$ cat src/source/bomber_pkg.sv
package bomber_pkg;

	// ----------------------------------------
	// arena grid
	// ----------------------------------------
	localparam int GRID_W     = 12;
	localparam int GRID_H     = 9;
	localparam int CELL_COUNT = 108;
	localparam int COL_W      = 4;
	localparam int ROW_W      = 4;
	localparam int IDX_W      = 7;

	// ----------------------------------------
	// game timing
	// ----------------------------------------
	// slots 0,1 for player 1 and slots 2,3 for player 2
	localparam int SLOTS        = 4;
	localparam int BLAST_RANGE  = 2;
	localparam int FUSE_CYCLES  = 64;
	localparam int BLAST_CYCLES = 16;
	localparam int DEAD_CYCLES  = 4;
	localparam int TIMER_W      = 7;

	typedef enum logic [2:0] {
		CELL_FLOOR,
		CELL_WALL,
		CELL_BOX,
		CELL_BUBBLE,
		CELL_BLAST
	} cell_t;

	// up lowers the row, left lowers the column
	typedef enum logic [2:0] {
		OP_UP,
		OP_DOWN,
		OP_LEFT,
		OP_RIGHT,
		OP_BUBBLE
	} cmd_op_t;

	typedef enum logic [1:0] {
		SLOT_IDLE,
		SLOT_FUSE,
		SLOT_BLAST
	} slot_state_t;

	// apb byte addresses
	localparam logic [11:0] ADDR_CMD      = 12'h000;
	localparam logic [11:0] ADDR_STATUS   = 12'h004;
	localparam logic [11:0] ADDR_P1_POS   = 12'h008;
	localparam logic [11:0] ADDR_P2_POS   = 12'h00C;
	localparam logic [11:0] ADDR_MAP_BASE = 12'h100;

endpackage

$ cat src/source/player_ctrl.sv
`timescale 1ns/1ns

module player_ctrl
	import bomber_pkg::*;
#(
	parameter int START_COL = 0,
	parameter int START_ROW = 0
) (
	input  logic             clk,
	input  logic             rst,
	input  logic             cmd_valid_i,
	input  cmd_op_t          cmd_op_i,
	input  cell_t            target_cell_i,
	input  logic             in_blast_i,
	output logic [IDX_W-1:0] target_idx_o,
	output logic [IDX_W-1:0] cell_idx_o,
	output logic [COL_W-1:0] col_o,
	output logic [ROW_W-1:0] row_o,
	output logic             bubble_req_o,
	output logic             dead_o
);

	logic [COL_W-1:0] next_col;
	logic [ROW_W-1:0] next_row;
	logic             is_move;
	logic             at_edge;
	logic             move_ok;
	logic [$clog2(DEAD_CYCLES):0] dead_cnt;

	// neighbour in the commanded direction
	always_comb begin
		next_col = col_o;
		next_row = row_o;
		is_move  = 1'b1;
		at_edge  = 1'b0;
		case (cmd_op_i)
			OP_UP:    if (row_o == '0) at_edge = 1'b1; else next_row = row_o - 1'b1;
			OP_DOWN:  if (row_o == ROW_W'(GRID_H - 1)) at_edge = 1'b1; else next_row = row_o + 1'b1;
			OP_LEFT:  if (col_o == '0) at_edge = 1'b1; else next_col = col_o - 1'b1;
			OP_RIGHT: if (col_o == COL_W'(GRID_W - 1)) at_edge = 1'b1; else next_col = col_o + 1'b1;
			default:  is_move = 1'b0;
		endcase
	end

	assign target_idx_o = IDX_W'(next_row * GRID_W + next_col);
	assign cell_idx_o   = IDX_W'(row_o * GRID_W + col_o);
	assign move_ok = is_move && !at_edge &&
	                 (target_cell_i == CELL_FLOOR || target_cell_i == CELL_BLAST);

	always_ff @(posedge clk or posedge rst) begin
		if (rst) begin
			col_o        <= COL_W'(START_COL);
			row_o        <= ROW_W'(START_ROW);
			bubble_req_o <= 1'b0;
			dead_o       <= 1'b0;
			dead_cnt     <= '0;
		end else begin
			bubble_req_o <= cmd_valid_i && !dead_o && cmd_op_i == OP_BUBBLE;
			if (cmd_valid_i && !dead_o && move_ok) begin
				col_o <= next_col;
				row_o <= next_row;
			end
			// consecutive cycles in blast
			if (!dead_o) begin
				if (!in_blast_i)
					dead_cnt <= '0;
				else if (dead_cnt == DEAD_CYCLES - 1)
					dead_o <= 1'b1;
				else
					dead_cnt <= dead_cnt + 1'b1;
			end
		end
	end

endmodule

$ cat config.mk
export PLATFORM = sky130hd
export DESIGN_NAME = player_ctrl
export DESIGN_NICKNAME = d
export VERILOG_FILES = /design/src/source/bomber_pkg.sv /design/src/source/player_ctrl.sv
export SDC_FILE = /design/constraint.sdc
export NUM_CORES = 1
export LEC_CHECK = 0
export BUFFER_PORTS_ARGS = -buffer_cell sky130_fd_sc_hd__buf_2
export CAP_MARGIN = 20
export CORE_MARGIN = 2
export CORE_UTILIZATION = 35
export DETAILED_ROUTE_END_ITERATION = 7
export SLEW_MARGIN = 20
export SYNTH_ARGS = -nofsm -noshare
export SYNTH_HDL_FRONTEND = slang
export SYNTH_SLANG_ARGS = --single-unit
$ cat constraint.sdc
create_clock -name clk -period 5.1 [get_ports clk]
set_input_delay 0.765 -clock clk [delete_from_list [all_inputs] [get_ports clk]]
set_output_delay 0.765 -clock clk [all_outputs]
set_load 0.005 [all_outputs]
# == Yosys cells after proc, flatten, opt, wreduce, memory -nomap -nowiden ==
# Cells that the tools add are included.
# totals
wordCells,55
output_inout_bits,24
in_bits,10
reg_bits,13
# classes
mux,17
addsub,7
bitwise_logic,1
eq_ne,9
n_reduce_logical,14
multipliers,2
# ops
cell,n
$mux W4,4
$pmux W4 S2,2
$add A7 B4 Y7,2
$mul A4 B2 Y5 const B,2
$eq A3 B2 Y1 const B,3
$add A4 B1 Y4 const B,2
$eq A4 B4 Y1 const B,2
$logic_not A4 Y1,2
$mux W1,8
$sub A4 B1 Y4 const B,2
$eq A3 B3 Y1 const B,2
$logic_not A3 Y1,2
$mux W3,2
$logic_and A1 B1 Y1,5
$pmux W1 S4,1
$reduce_or A4 Y1,1
$add A3 B1 Y3 const B,1
$eq A3 B1 Y1 const B,1
$logic_not A1 Y1,2
$ne A2 B2 Y1 const B,1
$reduce_and A2 Y1,1
$logic_or A1 B1 Y1,1
$not A1 Y1,1

# == Longest topological paths before layout ==
# depth
depth_word,7
depth_mapped,11
mapped_depth_nobuf,11

# == Worst setup path before layout ==
# OpenSTA, ideal clock, no wires.
# synth_path
path_type,in2out
from,input port cmd_op_i[1]
to,output port target_idx_o[6]
path_buffers,1
slack_ns,1.381
cell_stages,10
t_arrival_ns,2.954
t_required_ns,4.335
path_cell_list,clkbuf_1 > or2_2 > a21oi_1 > o22ai_1 > ha_1 > fa_1 > xor2_1 > nand3_1 > xor2_1 > xnor3_1
# synth_between
elab_chain_cells,4
word_cells_on_any_way,8
classes_between,1 x add/sub; 1 x mul; 3 x eq/ne; 2 x mux; 1 x reduce/logical
# synth_lines
item,line,rtl
"start, declared",player_ctrl.sv:12,"input cmd_op_t cmd_op_i,"
$eq A3 B1 Y1 or $logic_not A3 Y1 (tied branches),player_ctrl.sv:36,case (cmd_op_i)
$pmux W4 S2 *,player_ctrl.sv:36,
via next_row[1],player_ctrl.sv:24,logic [ROW_W-1:0] next_row;
$mul A4 B2 Y5 *,player_ctrl.sv:45,assign target_idx_o = IDX_W'(next_row * GRID_W + next_col);
$add A7 B4 Y7 *,player_ctrl.sv:45,
"end, declared",player_ctrl.sv:15,"output logic [IDX_W-1:0] target_idx_o,"
# The timed path passes the listed nets; every way through them passes the cells marked *.

# == Worst setup path in the final report ==
# layout_path
from,register row_o[1]
to,output port target_idx_o[6]
# layout_between
elab_chain_cells,5
word_cells_on_any_way,9
classes_between,3 x add/sub; 1 x mul; 1 x eq/ne; 3 x mux; 1 x reduce/logical
# layout_lines
item,line,rtl
"start, declared",player_ctrl.sv:18,"output logic [ROW_W-1:0] row_o,"
"start signal, assigned",player_ctrl.sv:53,row_o <= ROW_W'(START_ROW);
"start signal, assigned",player_ctrl.sv:61,row_o <= next_row;
$add A4 B1 Y4 (tied with other cells),player_ctrl.sv:38,OP_DOWN: if (row_o == ROW_W'(GRID_H - 1)) at_edge = 1'b1; else next_row = row_o + 1'b1;
"$mux W4, on equally long branches","player_ctrl.sv:38, player_ctrl.sv:37",
$pmux W4 S2 *,player_ctrl.sv:36,
via next_row[1],player_ctrl.sv:24,
$mul A4 B2 Y5 *,player_ctrl.sv:45,
$add A7 B4 Y7 *,player_ctrl.sv:45,
# Marks and branches as above.

==> impl_summary.log <==
INFO  metric final-max-slew-violation-count = 0
INFO  metric detail_route.wirelength = 3055 um
INFO  metric achievable-frequency = 244.5 MHz
INFO  metric clockBufferDepth = 2
INFO  metric hold-path-cell-count = 2
INFO  metric synthesis.yosys.warnings = 0
INFO  metric cts_htree_levels = 1
INFO  metric ys_seq_area_share = 22.39%
INFO  metric setup.worst_path.start_class = register
INFO  metric leakage = 0.8055 nW
INFO  metric maximum_number_of_pins_on_one_net_before_global_route_repair = 16
INFO  metric critPathRequiredTime = 4.34 ns
INFO  metric postSynthCellCount = 151
INFO  metric avgRoutedWirePerCell = 13.40 um
INFO  metric worst-r2r-cell-count = 6
INFO  metric crit_path_max_fanout = 6
INFO  metric worst_setup_hold_path_clk_slew = 0.06 ns
INFO  metric setup_skew_after_layout = 0.002584 ns
INFO  metric synth_top_area_cell = sky130_fd_sc_hd__dfrtp_1
INFO  metric cellPowerDensity = 637.4 nW/um2
INFO  metric timing.slew.headroom = 63.78%
INFO  metric cp.arrival = 3.32 ns
INFO  metric routed-via-count = 1185
INFO  metric vdd_drop_max = 0.1636 mV
INFO  metric timing.final.hold_violations = 0
INFO  metric avg_cell_area_syn = 9.620 um2
INFO  metric gpl.final_weighted_congestion = 0.8314
INFO  metric master_cell_of_the_clock_root_buffer = sky130_fd_sc_hd__clkbuf_8
INFO  metric ant_nets = 0
INFO  metric gr-total-overflow = 0
INFO  metric clock_insertion_delay_worst_skew = 0.24 ns
INFO  metric detailedPlacementHpwl = 2533 um
INFO  metric post-cts-setup-buffer-count = 0
INFO  metric antennaDiodeCount = 0
INFO  metric outcome = complete, no violations
INFO  metric synth_nets = 184
INFO  metric layout-area-overhead-vs-synth = 14.47%
INFO  metric global_route_wire_length_before_repair = 5126 um
INFO  metric cts-hold-fix-buffers = 0
INFO  metric cts-resized-gates = 0
INFO  metric post_synth_main_area_contributors = sky130_fd_sc_hd__dfrtp_1 (22%), sky130_fd_sc_hd__ha_1 (16%), sky130_fd_sc_hd__xnor2_1 (7.2%)
INFO  metric core.rowCount = 23
INFO  metric drcViolationCount = 0
INFO  metric place.port_buffers = 32
INFO  metric post-route-period-util = 80.19%
INFO  metric detail_route.first_pass.iterations = 4
INFO  metric critical_path_cell_count = 11
INFO  metric ys_types = 41
INFO  metric grt_pass1_vias = 1164
INFO  metric start_util = 36.32%
INFO  metric maxCapViolCount = 0
INFO  metric minimum_clock_period = 4.090 ns
INFO  metric cts_tree = built
INFO  metric fp.dieW = 68.43 um
INFO  metric cp.buffers_inverters = 2
INFO  metric core-area = 4000 um2
INFO  metric post_synth_instance_area = 1453 um2
INFO  metric detailed_place.area = 1618 um2
INFO  metric rsz0062_at_grt = no
INFO  metric tightestPinTransition = 0.5427 ns
INFO  metric cp_cell_sequence = inv_1, ha_1, a21boi_0, mux2i_1, o22ai_1, ha_1, fa_1, nand3_1, xor2_1, xnor3_1, buf_2
INFO  metric die_area = 4682 um2
INFO  metric clkSinkCount = 13
INFO  metric final-setup-viol-count = 0
INFO  metric nets = 212
INFO  metric antenna_found_initial = 0
INFO  metric fin_area = 1663 um2
INFO  metric die_height = 68.43 um
INFO  metric cts_buffers = 3
INFO  metric drive_gt1_share = 25.28%
INFO  metric pin_count = 34
INFO  metric crit_path_class = reg -> out
INFO  metric setup_total_neg_slack = 0 ns
INFO  metric number_of_register_bits_inferred_by_synthesis = 13
INFO  metric hold_path_class = reg -> reg
INFO  metric slowest_stage = sky130_fd_sc_hd__dfrtp_1
INFO  metric netlist.area_leader.share = 22.39%
INFO  metric critical_path_s_most_frequent_cell = sky130_fd_sc_hd__ha_1
INFO  metric critical_path.max_stage_delay = 0.45 ns
INFO  metric groute.usage.overall = 14.38%
INFO  metric route.detailed.vias_per_inst = 5.197
INFO  metric drt-initial-drc-count = 30
INFO  metric worst_setup_path_end_kind = output port
INFO  metric total_power = 0.001060 W
INFO  metric critical_path.top_delay_family = adder cells
INFO  metric fin_worst_hold_slack = 0.4904 ns
[cell type report]
class | count | area (um2)
fillers | 393 | 2337
flip-flops and latches | 13 | 325.3
repair buffers | 32 | 160.2
multi-input cells | 118 | 1028
clock buffers | 4 | 45.04
well taps | 50 | 62.56
inverters | 11 | 41.29
[worst min-delay path: stages (launching register included)]
cell and delay [ns]:
sky130_fd_sc_hd__dfrtp_1 0.35, sky130_fd_sc_hd__nand2_1 0.05, sky130_fd_sc_hd__o21ai_0 0.06
[cells in the mapped netlist]
cell type,count
sky130_fd_sc_hd__o22ai_1,2
sky130_fd_sc_hd__nand3b_1,3
sky130_fd_sc_hd__buf_6,1
sky130_fd_sc_hd__or4b_2,1
sky130_fd_sc_hd__nand3_1,4
sky130_fd_sc_hd__a221o_1,1
sky130_fd_sc_hd__or4b_1,1
sky130_fd_sc_hd__fa_1,4
sky130_fd_sc_hd__mux2_1,1
sky130_fd_sc_hd__a21oi_1,6
sky130_fd_sc_hd__buf_2,1
sky130_fd_sc_hd__nor4b_1,2
sky130_fd_sc_hd__xnor2_1,12
sky130_fd_sc_hd__mux2_2,4
sky130_fd_sc_hd__and4b_1,1
sky130_fd_sc_hd__nand4b_1,1
sky130_fd_sc_hd__nor4_2,2
sky130_fd_sc_hd__nor3b_1,3
sky130_fd_sc_hd__nor2_2,1
sky130_fd_sc_hd__a221oi_1,1
sky130_fd_sc_hd__clkbuf_1,3
sky130_fd_sc_hd__nor3_1,2
sky130_fd_sc_hd__nor2_1,5
sky130_fd_sc_hd__inv_1,11
sky130_fd_sc_hd__o21a_1,1
sky130_fd_sc_hd__o21ai_0,4
sky130_fd_sc_hd__xor2_1,5
sky130_fd_sc_hd__nand2b_1,4
sky130_fd_sc_hd__mux2i_1,4
sky130_fd_sc_hd__or2_2,1
sky130_fd_sc_hd__a41oi_1,1
sky130_fd_sc_hd__nand2_1,10
sky130_fd_sc_hd__a21boi_0,2
sky130_fd_sc_hd__buf_4,4
sky130_fd_sc_hd__nand4bb_1,2
sky130_fd_sc_hd__a32oi_1,1
sky130_fd_sc_hd__dfrtp_1,13
sky130_fd_sc_hd__a311o_2,1
sky130_fd_sc_hd__ha_1,19
sky130_fd_sc_hd__xnor3_1,1
sky130_fd_sc_hd__a21o_1,5
[metrics by stage]
step | utilization, % | worst slack (ns) | instances
2_1_floorplan | - | 1.381 | 151
3_5_place_dp | 40.44 | 0.9982 | 224
5_1_grt | 41.57 | 0.6469 | 228
4_1_cts | 41.57 | 0.9771 | 228
3_3_place_gp | 40.44 | 1.049 | 224
6_report | 41.57 | 1.010 | 228
[cells by family after synthesis]
kind of cell | share of synthesized area [%]
xor+xnor | 11.80
fa+ha+maj | 21.88
flops | 22.39
mux | 6.632
compound gates | 11.71
buf+inv | 6.804
simple gates | 18.78
[report_power, final]
part           total [W]  switching [W]  internal [W]
clock network  0.0000921      0.0000370     0.0000551
logic           0.000764       0.000365      0.000398
registers       0.000204      0.0000645      0.000140
[state kept, by name (all words and copies together), names as in the netlist]
signal and count:
col_o 4, dead_o 1, dead_cnt 3, row_o 4
bubble_req_o 1
[worst paths after layout]
kind | start | end | slack (ns)
min in group asynchronous | rst | dead_o | 0.56
max in group asynchronous | rst | row_o[2] | 4.18
min reg2reg | dead_cnt[1] | dead_cnt[1] | 0.49
min | dead_cnt[1] | dead_cnt[1] | 0.49
max reg2reg | col_o[0] | row_o[1] | 2.77
max | row_o[1] | target_idx_o[6] | 1.01
[placed cells by master (no fill, tap or decap), types with 2 or more instances in the layout]
cell type and instances:
sky130_fd_sc_hd__nand4bb_1 2, sky130_fd_sc_hd__fa_1 4, sky130_fd_sc_hd__a21o_1 5, sky130_fd_sc_hd__buf_2 32
sky130_fd_sc_hd__mux2_2 4, sky130_fd_sc_hd__a21oi_1 6, sky130_fd_sc_hd__nand3b_1 3, sky130_fd_sc_hd__mux2i_1 4
sky130_fd_sc_hd__nor4b_1 2, sky130_fd_sc_hd__nand2_1 10, sky130_fd_sc_hd__nor4_2 2, sky130_fd_sc_hd__nor3_1 2
sky130_fd_sc_hd__dfrtp_1 13, sky130_fd_sc_hd__xnor2_1 12, sky130_fd_sc_hd__nor3b_1 3, sky130_fd_sc_hd__a21boi_0 2
sky130_fd_sc_hd__nor2_1 5, sky130_fd_sc_hd__ha_1 19, sky130_fd_sc_hd__inv_1 11, sky130_fd_sc_hd__nand3_1 4
sky130_fd_sc_hd__nand2b_1 4, sky130_fd_sc_hd__o22ai_1 2, sky130_fd_sc_hd__xor2_1 5, sky130_fd_sc_hd__clkbuf_8 3
sky130_fd_sc_hd__o21ai_0 4
[per-layer routing]
layer  GRT usage, %  up-vias  part of all wire [%]
met5              0        -                     0
met4          3.750        0                   1.0
met3          2.303        4                   6.4
met2          25.72       39                    51
met1          17.75      553                    42
li1               -      589                     -
No activity file was read; power rests on OpenSTA's default activity.
