File: config.mk
export PLATFORM = sky130hd
export DESIGN_NAME = apb_regs
export DESIGN_NICKNAME = d
export VERILOG_FILES = /design/src/source/bomber_pkg.sv /design/src/source/apb_regs.sv
export SDC_FILE = /design/constraint.sdc
export NUM_CORES = 1
export LEC_CHECK = 0
export BUFFER_PORTS_ARGS = -buffer_cell sky130_fd_sc_hd__buf_4
export CAP_MARGIN = 25
export CORE_MARGIN = 1
export CORE_UTILIZATION = 29
export DETAILED_ROUTE_END_ITERATION = 6
export PLACE_DENSITY = 0.81
export SYNTH_ARGS = -nofsm -noshare
export SYNTH_HDL_FRONTEND = slang
export SYNTH_SLANG_ARGS = --single-unit
File: constraint.sdc
create_clock -name clk -period 1.9 [get_ports clk]
set_clock_uncertainty 0.2 [all_clocks]
set_input_delay 0.095 -clock clk [delete_from_list [all_inputs] [get_ports clk]]
set_output_delay 0.095 -clock clk [all_outputs]
set_load 0.1 [all_outputs]
File: src/source/bomber_pkg.sv
package bomber_pkg;

	// ----------------------------------------
	// arena grid
	// ----------------------------------------
	localparam int GRID_W     = 12;
	localparam int GRID_H     = 9;
	localparam int CELL_COUNT = 108;
	localparam int COL_W      = 4;
	localparam int ROW_W      = 4;
	localparam int IDX_W      = 7;

	// ----------------------------------------
	// game timing
	// ----------------------------------------
	// slots 0,1 for player 1 and slots 2,3 for player 2
	localparam int SLOTS        = 4;
	localparam int BLAST_RANGE  = 2;
	localparam int FUSE_CYCLES  = 64;
	localparam int BLAST_CYCLES = 16;
	localparam int DEAD_CYCLES  = 4;
	localparam int TIMER_W      = 7;

	typedef enum logic [2:0] {
		CELL_FLOOR,
		CELL_WALL,
		CELL_BOX,
		CELL_BUBBLE,
		CELL_BLAST
	} cell_t;

	// up lowers the row, left lowers the column
	typedef enum logic [2:0] {
		OP_UP,
		OP_DOWN,
		OP_LEFT,
		OP_RIGHT,
		OP_BUBBLE
	} cmd_op_t;

	typedef enum logic [1:0] {
		SLOT_IDLE,
		SLOT_FUSE,
		SLOT_BLAST
	} slot_state_t;

	// apb byte addresses
	localparam logic [11:0] ADDR_CMD      = 12'h000;
	localparam logic [11:0] ADDR_STATUS   = 12'h004;
	localparam logic [11:0] ADDR_P1_POS   = 12'h008;
	localparam logic [11:0] ADDR_P2_POS   = 12'h00C;
	localparam logic [11:0] ADDR_MAP_BASE = 12'h100;

endpackage

File: src/source/apb_regs.sv
`timescale 1ns/1ns

module apb_regs
	import bomber_pkg::*;
(
	input  logic             clk,
	input  logic             rst,
	input  logic [11:0]      paddr_i,
	input  logic             psel_i,
	input  logic             penable_i,
	input  logic             pwrite_i,
	input  logic [31:0]      pwdata_i,
	output logic [31:0]      prdata_o,
	output logic             pready_o,
	output logic             pslverr_o,
	input  logic [COL_W-1:0] p1_col_i,
	input  logic [ROW_W-1:0] p1_row_i,
	input  logic [COL_W-1:0] p2_col_i,
	input  logic [ROW_W-1:0] p2_row_i,
	input  logic             p1_dead_i,
	input  logic             p2_dead_i,
	input  cell_t            rd_cell_i,
	output logic [IDX_W-1:0] rd_idx_o,
	output cmd_op_t          cmd_op_o,
	output logic             p1_cmd_valid_o,
	output logic             p2_cmd_valid_o
);

	logic        access;
	logic        in_map;
	logic        addr_err;
	logic [11:0] map_off;
	logic [31:0] rd_data;

	assign access   = psel_i & penable_i;
	assign pready_o = 1'b1;

	// map window, one word per cell
	assign map_off  = paddr_i - ADDR_MAP_BASE;
	assign in_map   = paddr_i >= ADDR_MAP_BASE && paddr_i[1:0] == 2'b00 &&
	                  paddr_i < ADDR_MAP_BASE + 12'(4 * CELL_COUNT);
	assign rd_idx_o = map_off[IDX_W+1:2];

	always_comb begin
		rd_data  = '0;
		addr_err = 1'b0;
		case (paddr_i)
			ADDR_CMD:    addr_err = !pwrite_i;
			ADDR_STATUS: begin
				rd_data  = {30'd0, p2_dead_i, p1_dead_i};
				addr_err = pwrite_i;
			end
			ADDR_P1_POS: begin
				rd_data  = {20'd0, p1_row_i, 4'd0, p1_col_i};
				addr_err = pwrite_i;
			end
			ADDR_P2_POS: begin
				rd_data  = {20'd0, p2_row_i, 4'd0, p2_col_i};
				addr_err = pwrite_i;
			end
			default: begin
				rd_data  = {29'd0, rd_cell_i};
				addr_err = pwrite_i || !in_map;
			end
		endcase
	end

	assign prdata_o  = (access && !pwrite_i) ? rd_data : '0;
	assign pslverr_o = access & addr_err;

	// one-cycle command pulse, bit 4 picks player 2
	always_ff @(posedge clk or posedge rst) begin
		if (rst) begin
			cmd_op_o       <= OP_UP;
			p1_cmd_valid_o <= 1'b0;
			p2_cmd_valid_o <= 1'b0;
		end else begin
			p1_cmd_valid_o <= 1'b0;
			p2_cmd_valid_o <= 1'b0;
			if (access && pwrite_i && paddr_i == ADDR_CMD) begin
				cmd_op_o       <= cmd_op_t'(pwdata_i[2:0]);
				p1_cmd_valid_o <= !pwdata_i[4];
				p2_cmd_valid_o <= pwdata_i[4];
			end
		end
	end

	// access phase always follows a setup phase
	assert property (@(posedge clk) disable iff (rst) penable_i |-> psel_i && $past(psel_i))
		else $error("penable_i without a setup phase");

endmodule

Word level (Yosys, flattened, before mapping)
Cells that the tools add are included.
{"block": "word_totals", "reg_bits": 5, "word_cells": 28, "input_bits": 70, "out_inout_bits": 46}
{"block": "classes", "n_eq_ne": 3, "n_mux": 5, "n_addsub": 1, "n_lt_le_gt_ge": 2, "reduce_logical": 12, "bitwise": 2}
{"operator": "case mux 12 bit (4 select lines)", "count": 1}
{"operator": "two-way mux 32 bit", "count": 1}
{"operator": "equality test 12 x 4 -> 1 bit (second input constant)", "count": 2}
{"operator": "equality test 12 x 3 -> 1 bit (second input constant)", "count": 1}
{"operator": ">= comparator 12 x 9 -> 1 bit (second input constant)", "count": 1}
{"operator": "logical NOT 12 bit", "count": 1}
{"operator": "< comparator 12 x 10 -> 1 bit (second input constant)", "count": 1}
{"operator": "subtractor 9 bit (second input constant)", "count": 1}
{"operator": "logical AND 1 bit", "count": 5}
{"operator": "logical NOT 1 bit", "count": 3}
{"operator": "OR reduction 3 bit", "count": 1}
{"operator": "bitwise AND 1 bit", "count": 2}
{"operator": "logical NOT 2 bit", "count": 1}
{"operator": "two-way mux 1 bit", "count": 2}
{"operator": "case mux 1 bit (2 select lines)", "count": 1}
{"operator": "logical OR 1 bit", "count": 1}

Depth between registers and ports, before layout
Gate-level depths: netlist of run 1.
{"block": "logic_depth", "word_depth": 7, "depth_mapped": 5, "ltp_nobuf": 4}

Worst setup path after synthesis of run 1
Ideal clock, no wire load.
{"block": "synth_path", "path_type": "input port to output port", "from": "input paddr_i[10]", "to": "output prdata_o[0]", "path_stages": 3, "slack_ps": -3716, "n_path_buf": 0, "required_ps": 1605, "arrival_ps": 5321, "path_cell_list": "nor4_4 -> nand3_4 -> a2111oi_0"}
{"block": "synth_between", "elab_chain_cells": 3, "elab_cells_between_ends": 6, "cone_classes": "eq/ne: 3; mux: 2; reduce/logical: 1"}
{"element": "start, declared", "line": "apb_regs.sv:8", "text": "input logic [11:0] paddr_i,"}
{"element": "equality test 12 x 4 -> 1 bit (tied with other cells)", "line": "apb_regs.sv:47", "text": "case (paddr_i)"}
{"element": "case mux 12 bit (4 select lines) *", "line": "apb_regs.sv:47"}
{"element": "two-way mux 32 bit *", "line": "apb_regs.sv:68", "text": "assign prdata_o = (access && !pwrite_i) ? rd_data : '0;"}
{"element": "end, declared", "line": "apb_regs.sv:13", "text": "output logic [31:0] prdata_o,"}
Every way passes the cells marked *; elsewhere a longest branch is shown, timed or not.

Worst setup path in the final report of run 1
{"block": "layout_path", "from": "input paddr_i[7]", "to": "output prdata_o[8]"}
The elaborated chain is that of the path after synthesis.

==> summary.md, run 1 <==
| Metric | Value |
|---|---|
| DIE AREA | 2760 um2 |
| CTS tree | yes |
| Vias per cell | 4.332 |
| Rows | 17 |
| Port Buf Inserts | 62 |
| Area of the multi-input gates | 553.0 um2 |
| Post-synthesis instance total | 86 |
| Global-route wire length before repair | 3629 um |
| Reg2reg path depth | 1 |
| CTS clk-pin slew, worst paths | 40 ps |
| Largest net degree at the start of global routing | 12 |
| RSZ-0062 raised after global routing | yes |
| Hold path cells | 3 |
| Req. time, crit path | 1600 ps |
| Drt total wl | 2358 um |
| Initial antenna violation count | 0 |
| Setup ws final | -26.21 ps |
| Area growth syn-to-layout | 91.05% |
| Tot Pwr | 0.6929 mW |
| Mean Syn Cell Area | 8.613 um2 |
| Vias in the first global route | 784 |
| Critical path type | input port to output pin |
| Final Hold Vio Count | 0 |
| Largest fanout on the critical path | 5 |
| Initial Util | 31.95% |
| Arr. time, crit path | 1630 ps |
| IO Pins | 116 |
| Reg2Reg Capture Point | cmd_op_o[0]$_DFFE_PP0N_ |
| Fill cell count | 201 |
| Leak | 0.7029 nW |
| Wire per inst | 12.82 um |
| R2R Setup Slk | 920 ps |
| Residual DRC count | 0 |
| Root Driver | clkbuf_4 |
| Sequential cell area | 125.1 um2 |
| 1st-pass router iterations | 1 |
| Worst-Skew Late Latency | 230 ps |
| Die span in x | 52.54 um |
| Ant diodes | 0 |
| Status | finished, violations left |
| Total GRT Usage | 17.96% |
| Final #Nets | 227 |
| Synth Cell Area | 740.7 um2 |
| Commonest cells after routing, fill and taps aside | 60 x buf_4, 25 x conb_1, 6 x mux2i_1 |
| 1st-iter DRT viols | 0 |
| Setup_tns | -104.2 ps |
| VDD IR max | 348.9 uV |
| Fmax | 519.2 MHz |
| CORE AREA | 2318 um2 |
| Worst setup EP type | output pin |
| Final Max Slew Viols | 0 |
| Seq/Total Area, Yosys | 16.89% |
| Critical path startpoint category | input port |
| WHS | 11.41 ps |
| Failing checks | setup timing |
| Final core utilization | 61.04% |
| Crit path time final | 1926 ps |
| Share of layout cells above drive strength 1 | 58.97% |
| Reg2reg start | cmd_op_o[0]$_DFFE_PP0N_ |
| Crit path capture | prdata_o[8] |
| Synth unique cells | 25 |
| Pwr dens | 489.6 nW/um2 |
| Pre-CTS WS | -121.0 ps |
| Commonest non-fill, non-tap cell in the layout | buf_4 |
| Number of setup violations in the final report | 5 |
| Congestion Overflow GR | 0 |
| CTS buffer count | 3 |
| Hold crit path type | input port to flop |
| Max-cap violation count | 0 |
| Period utilisation layout | 101.4% |
| Critical Path Source | paddr_i[7] |
| Maximum clock path buffer count | 2 |
| Chip height | 52.54 um |
| Post-DP HPWL | 1802 um |
| Global placement routability congestion | 0.6904 |
| Final ANT Viol Nets | 0 |
| Synth warn | 0 |
| Flops & latches, synth | 5 |
| H-tree depth | 1 |
| Detailed-route via count | 797 |
| CTS sink cnt | 5 |
[worst min-delay path by stage]
stage	from	end	slack, ps
finish	pwrite_i	p1_cmd_valid_o$_DFF_PP0_	10
global route	pwrite_i	p1_cmd_valid_o$_DFF_PP0_	30
CTS	pwrite_i	p1_cmd_valid_o$_DFF_PP0_	4
detailed placement	rst	cmd_op_o[2]$_DFFE_PP0N_	-190
global placement	rst	p2_cmd_valid_o$_DFF_PP0_	-200
floorplan	rst	cmd_op_o[0]$_DFFE_PP0N_	-330
[layout make-up]
cell class                 count  share of cell area (%)
timing repair buffer          75                   46.68
multi-input combinational     68                   39.08
sequential                     5                   8.842
tap                           28                   2.476
clock buffer                   4                   1.857
inverter                       4                   1.061
[per-stage QoR]
step	instance area, um2	std cells
finish	1415	184
global route	1415	184
CTS	1368	183
detailed placement	1201	173
global placement	1201	173
floorplan	893.4	109
[flip-flops by register name (all words and copies together), names as in the netlist]
signal	cells
cmd_op_o	3
p2_cmd_valid_o	1
p1_cmd_valid_o	1
[cell families after synthesis]
| kind of cell | synth area share [%] |
|---|---|
| xor+xnor | 2.365 |
| other cells | 1.014 |
| mux | 15.71 |
| flops | 16.89 |
| simple gates | 21.62 |
| buf+inv | 34.12 |
| compound gates | 8.279 |
[routing by layer]
layer | global-route usage (%) | up-vias | part of all wire (%)
met3 | 2.899 | 4 | 8.8
met4 | 6.579 | 0 | 0.72
met2 | 35.65 | 50 | 58
li1 | - | 376 | -
met1 | 18.24 | 367 | 33
met5 | 0 | - | 0
[report_power, final]
group          internal [mW]  leakage [nW]  total [mW]  switching, mW
clock network         0.0792        0.0150       0.120         0.0412
logic                  0.106         0.618       0.465          0.360
registers              0.107        0.0699       0.107      0.0000376
[worst max-delay path, stage by stage]
cell and delay, ps:
buf_8 100, nor4_4 330, nand3_4 130, or4b_4 640, nor2_4 150, buf_12 180
[synthesized netlist by cell type, drive strengths merged]
cell type / count / share of area (%)
nand3: 1 / 2.4
nor4: 3 / 6.6
or4b: 1 / 1.9
a221oi: 2 / 2.4
conb: 2 / 1.0
dfrtp: 5 / 17
mux2: 5 / 7.6
mux2i: 6 / 8.1
nor2b: 1 / 0.85
a211oi: 1 / 1.0
nand2: 5 / 2.5
buf: 32 / 32
inv: 4 / 2.0
a2111oi: 2 / 2.4
or3b: 1 / 1.2
xnor2: 1 / 1.2
nor3: 1 / 1.4
nor2: 8 / 4.1
o32ai: 1 / 1.2
xor2: 1 / 1.2
a21oi: 2 / 1.4
and2: 1 / 0.85
[timing repair]
| action | in CTS | in global routing |
|---|---|---|
| hold buffers | 5 | 0 |
| hold endpoints to repair | 10 | 0 |
| gates resized for setup | 19 | 9 |
| setup endpoints to repair | 7 | 7 |
| buffers inserted | 1 | 1 |
| pin swaps | 3 | 8 |
(Power assumes the default switching activity.)
==> run 2: changes to the inputs <==
--- a/config.mk
+++ b/config.mk
@@ -11,6 +11,7 @@
 export CORE_UTILIZATION = 29
 export DETAILED_ROUTE_END_ITERATION = 6
 export PLACE_DENSITY = 0.81
+export RECOVER_POWER = 25
 export SYNTH_ARGS = -nofsm -noshare
 export SYNTH_HDL_FRONTEND = slang
 export SYNTH_SLANG_ARGS = --single-unit
==> summary.md, run 2 (synthesized netlist as in run 1, its figures left out) <==
| Metric | Value |
|---|---|
| Status | finished, violations left |
| Failing checks | setup timing |
| Total GRT Usage | 17.96% (unchanged) |
| Fill cell count | 201 (unchanged) |
| Vias per cell | 4.332 (unchanged) |
| Initial antenna violation count | 0 (unchanged) |
| Critical path type | input port to output pin |
| Biggest regs | cmd_op_o x3, p1_cmd_valid_o x1, p2_cmd_valid_o x1 |
| Vias in the first global route | 784 (unchanged) |
| Max-cap violation count | 0 (unchanged) |
| Crit path time final | 1926 ps (unchanged) |
| CTS clk-pin slew, worst paths | 40 ps (about the same) |
| H-tree depth | 1 (unchanged) |
| Rows | 17 (unchanged) |
| Residual DRC count | 0 (unchanged) |
| Chip height | 52.54 um (unchanged) |
| Number of setup violations in the final report | 5 (unchanged) |
| Wire per inst | 12.82 um (about the same) |
| Final #Nets | 227 (unchanged) |
| IO Pins | 116 (unchanged) |
| Metal3 WL | 207 um (unchanged) |
| Sequential cell area | 125.1 um2 (unchanged) |
| Post-DP HPWL | 1802 um (unchanged) |
| Detailed-route via count | 797 (unchanged) |
| RSZ-0062 raised after global routing | yes |
| Largest fanout on the critical path | 5 (unchanged) |
| CORE AREA | 2318 um2 (unchanged) |
| Maximum clock path buffer count | 2 (unchanged) |
| Critical path startpoint category | input port |
| Drt total wl | 2359 um (about the same) |
| Commonest non-fill, non-tap cell in the layout | buf_4 |
| Largest Register | cmd_op_o |
| VDD IR max | 348.8 uV (about the same) |
| Final Max Slew Viols | 0 (unchanged) |
| Worst-Skew Late Latency | 230 ps (about the same) |
| Port Buf Inserts | 62 (unchanged) |
| Tot Pwr | 0.6928 mW (about the same) |
| Area growth syn-to-layout | 91.05% (unchanged) |
| Root Driver | clkbuf_4 |
| WHS | 11.41 ps (+0.0001000 ps) |
| Share of layout cells above drive strength 1 | 58.97% (unchanged) |
| Ant diodes | 0 (unchanged) |
| CTS buffer count | 3 (unchanged) |
| Fmax | 519.2 MHz (unchanged) |
| Congestion Overflow GR | 0 (unchanged) |
| 1st-iter DRT viols | 0 (unchanged) |
| Setup ws final | -26.21 ps (unchanged) |
| Pre-CTS WS | -121.0 ps (unchanged) |
| DIE AREA | 2760 um2 (unchanged) |
| Period utilisation layout | 101.4% (unchanged) |
| Area of the multi-input gates | 553.0 um2 (unchanged) |
| 1st-pass router iterations | 1 (unchanged) |
| Largest net degree at the start of global routing | 12 (unchanged) |
| Leak | 0.7027 nW (about the same) |
| Met2 WL | 1365 um (unchanged) |
| Final ANT Viol Nets | 0 (unchanged) |
| Pwr dens | 489.6 nW/um2 (about the same) |
| WL met1 | 768 um (unchanged) |
| Global-route wire length before repair | 3629 um (unchanged) |
| Die span in x | 52.54 um (unchanged) |
| Initial Util | 31.95% (unchanged) |
| Commonest cells after routing, fill and taps aside | 59 x buf_4, 25 x conb_1, 6 x mux2i_1 |
| Arr. time, crit path | 1630 ps (about the same) |
| Global placement routability congestion | 0.6904 (unchanged) |
| CTS sink cnt | 5 (unchanged) |
| Top sig layer | met4 |
| CTS tree | yes |
| Final Hold Vio Count | 0 (unchanged) |
| Hold crit path type | input port to flop |
| Setup_tns | -104.2 ps (unchanged) |
| Max reg flops | 3 (unchanged) |
| Worst setup EP type | output pin |
| Req. time, crit path | 1600 ps (about the same) |
[run 2: cell types whose count changed in the layout (fill, tap and decap cells not counted)]
cell / delta
buf_4: -1
clkbuf_4: +1
[run 2: critical path: stages]
cell and delay [ps]:
buf_8 100, nor4_4 330, nand3_4 130, or4b_4 640
nor2_4 150, buf_12 180
[run 2: metal layers]
metal,global-route usage [%],vias to the layer above
li1,-,376
met4,6.579,0
met5,0,-
met3,2.899,4
met1,18.24,367
met2,35.65,50
[run 2: cell type report]
class / count / area share [%]
clock buffers: 4 / 1.857
inverters: 4 / 1.061
multi-input cells: 68 / 39.08
flip-flops and latches: 5 / 8.842
well taps: 28 / 2.476
repair buffers: 75 / 46.68
[run 2: report_power, final]
group,switching (mW),internal (mW)
Clock,0.0412,0.0792
Sequential,0.0000376,0.107
Combinational,0.360,0.105
[run 2: what timing repair did]
action	4_1_cts	5_1_grt
hold endpoints to repair	10	0
hold buffers	5	0
pin swaps	3	8
setup buffers	1	1
setup endpoints to repair	7	7
resized for setup	19	9
[run 2: through the flow]
step                      area (um2)  util [%]  instances
after global placement          1201     51.81        173
after CTS                       1368     58.99        183
final                           1415     61.04        184
after detailed placement        1201     51.81        173
after global routing            1415     61.04        184
after floorplan                893.4         -        109
[run 2: worst paths after layout]
check                                        start                  endpoint  slack (ps)  depth (start not counted)
max in group asynchronous                      rst   cmd_op_o[0]$_DFFE_PP0N_        1200                          3
setup / recovery                        paddr_i[7]               prdata_o[8]         -30                          6
min in group asynchronous                      rst  p1_cmd_valid_o$_DFF_PP0_         130                          3
setup reg to reg           cmd_op_o[0]$_DFFE_PP0N_   cmd_op_o[0]$_DFFE_PP0N_         920                          1
hold / removal                            pwrite_i  p1_cmd_valid_o$_DFF_PP0_          10                          3
hold reg to reg            cmd_op_o[1]$_DFFE_PP0N_   cmd_op_o[1]$_DFFE_PP0N_         290                          1
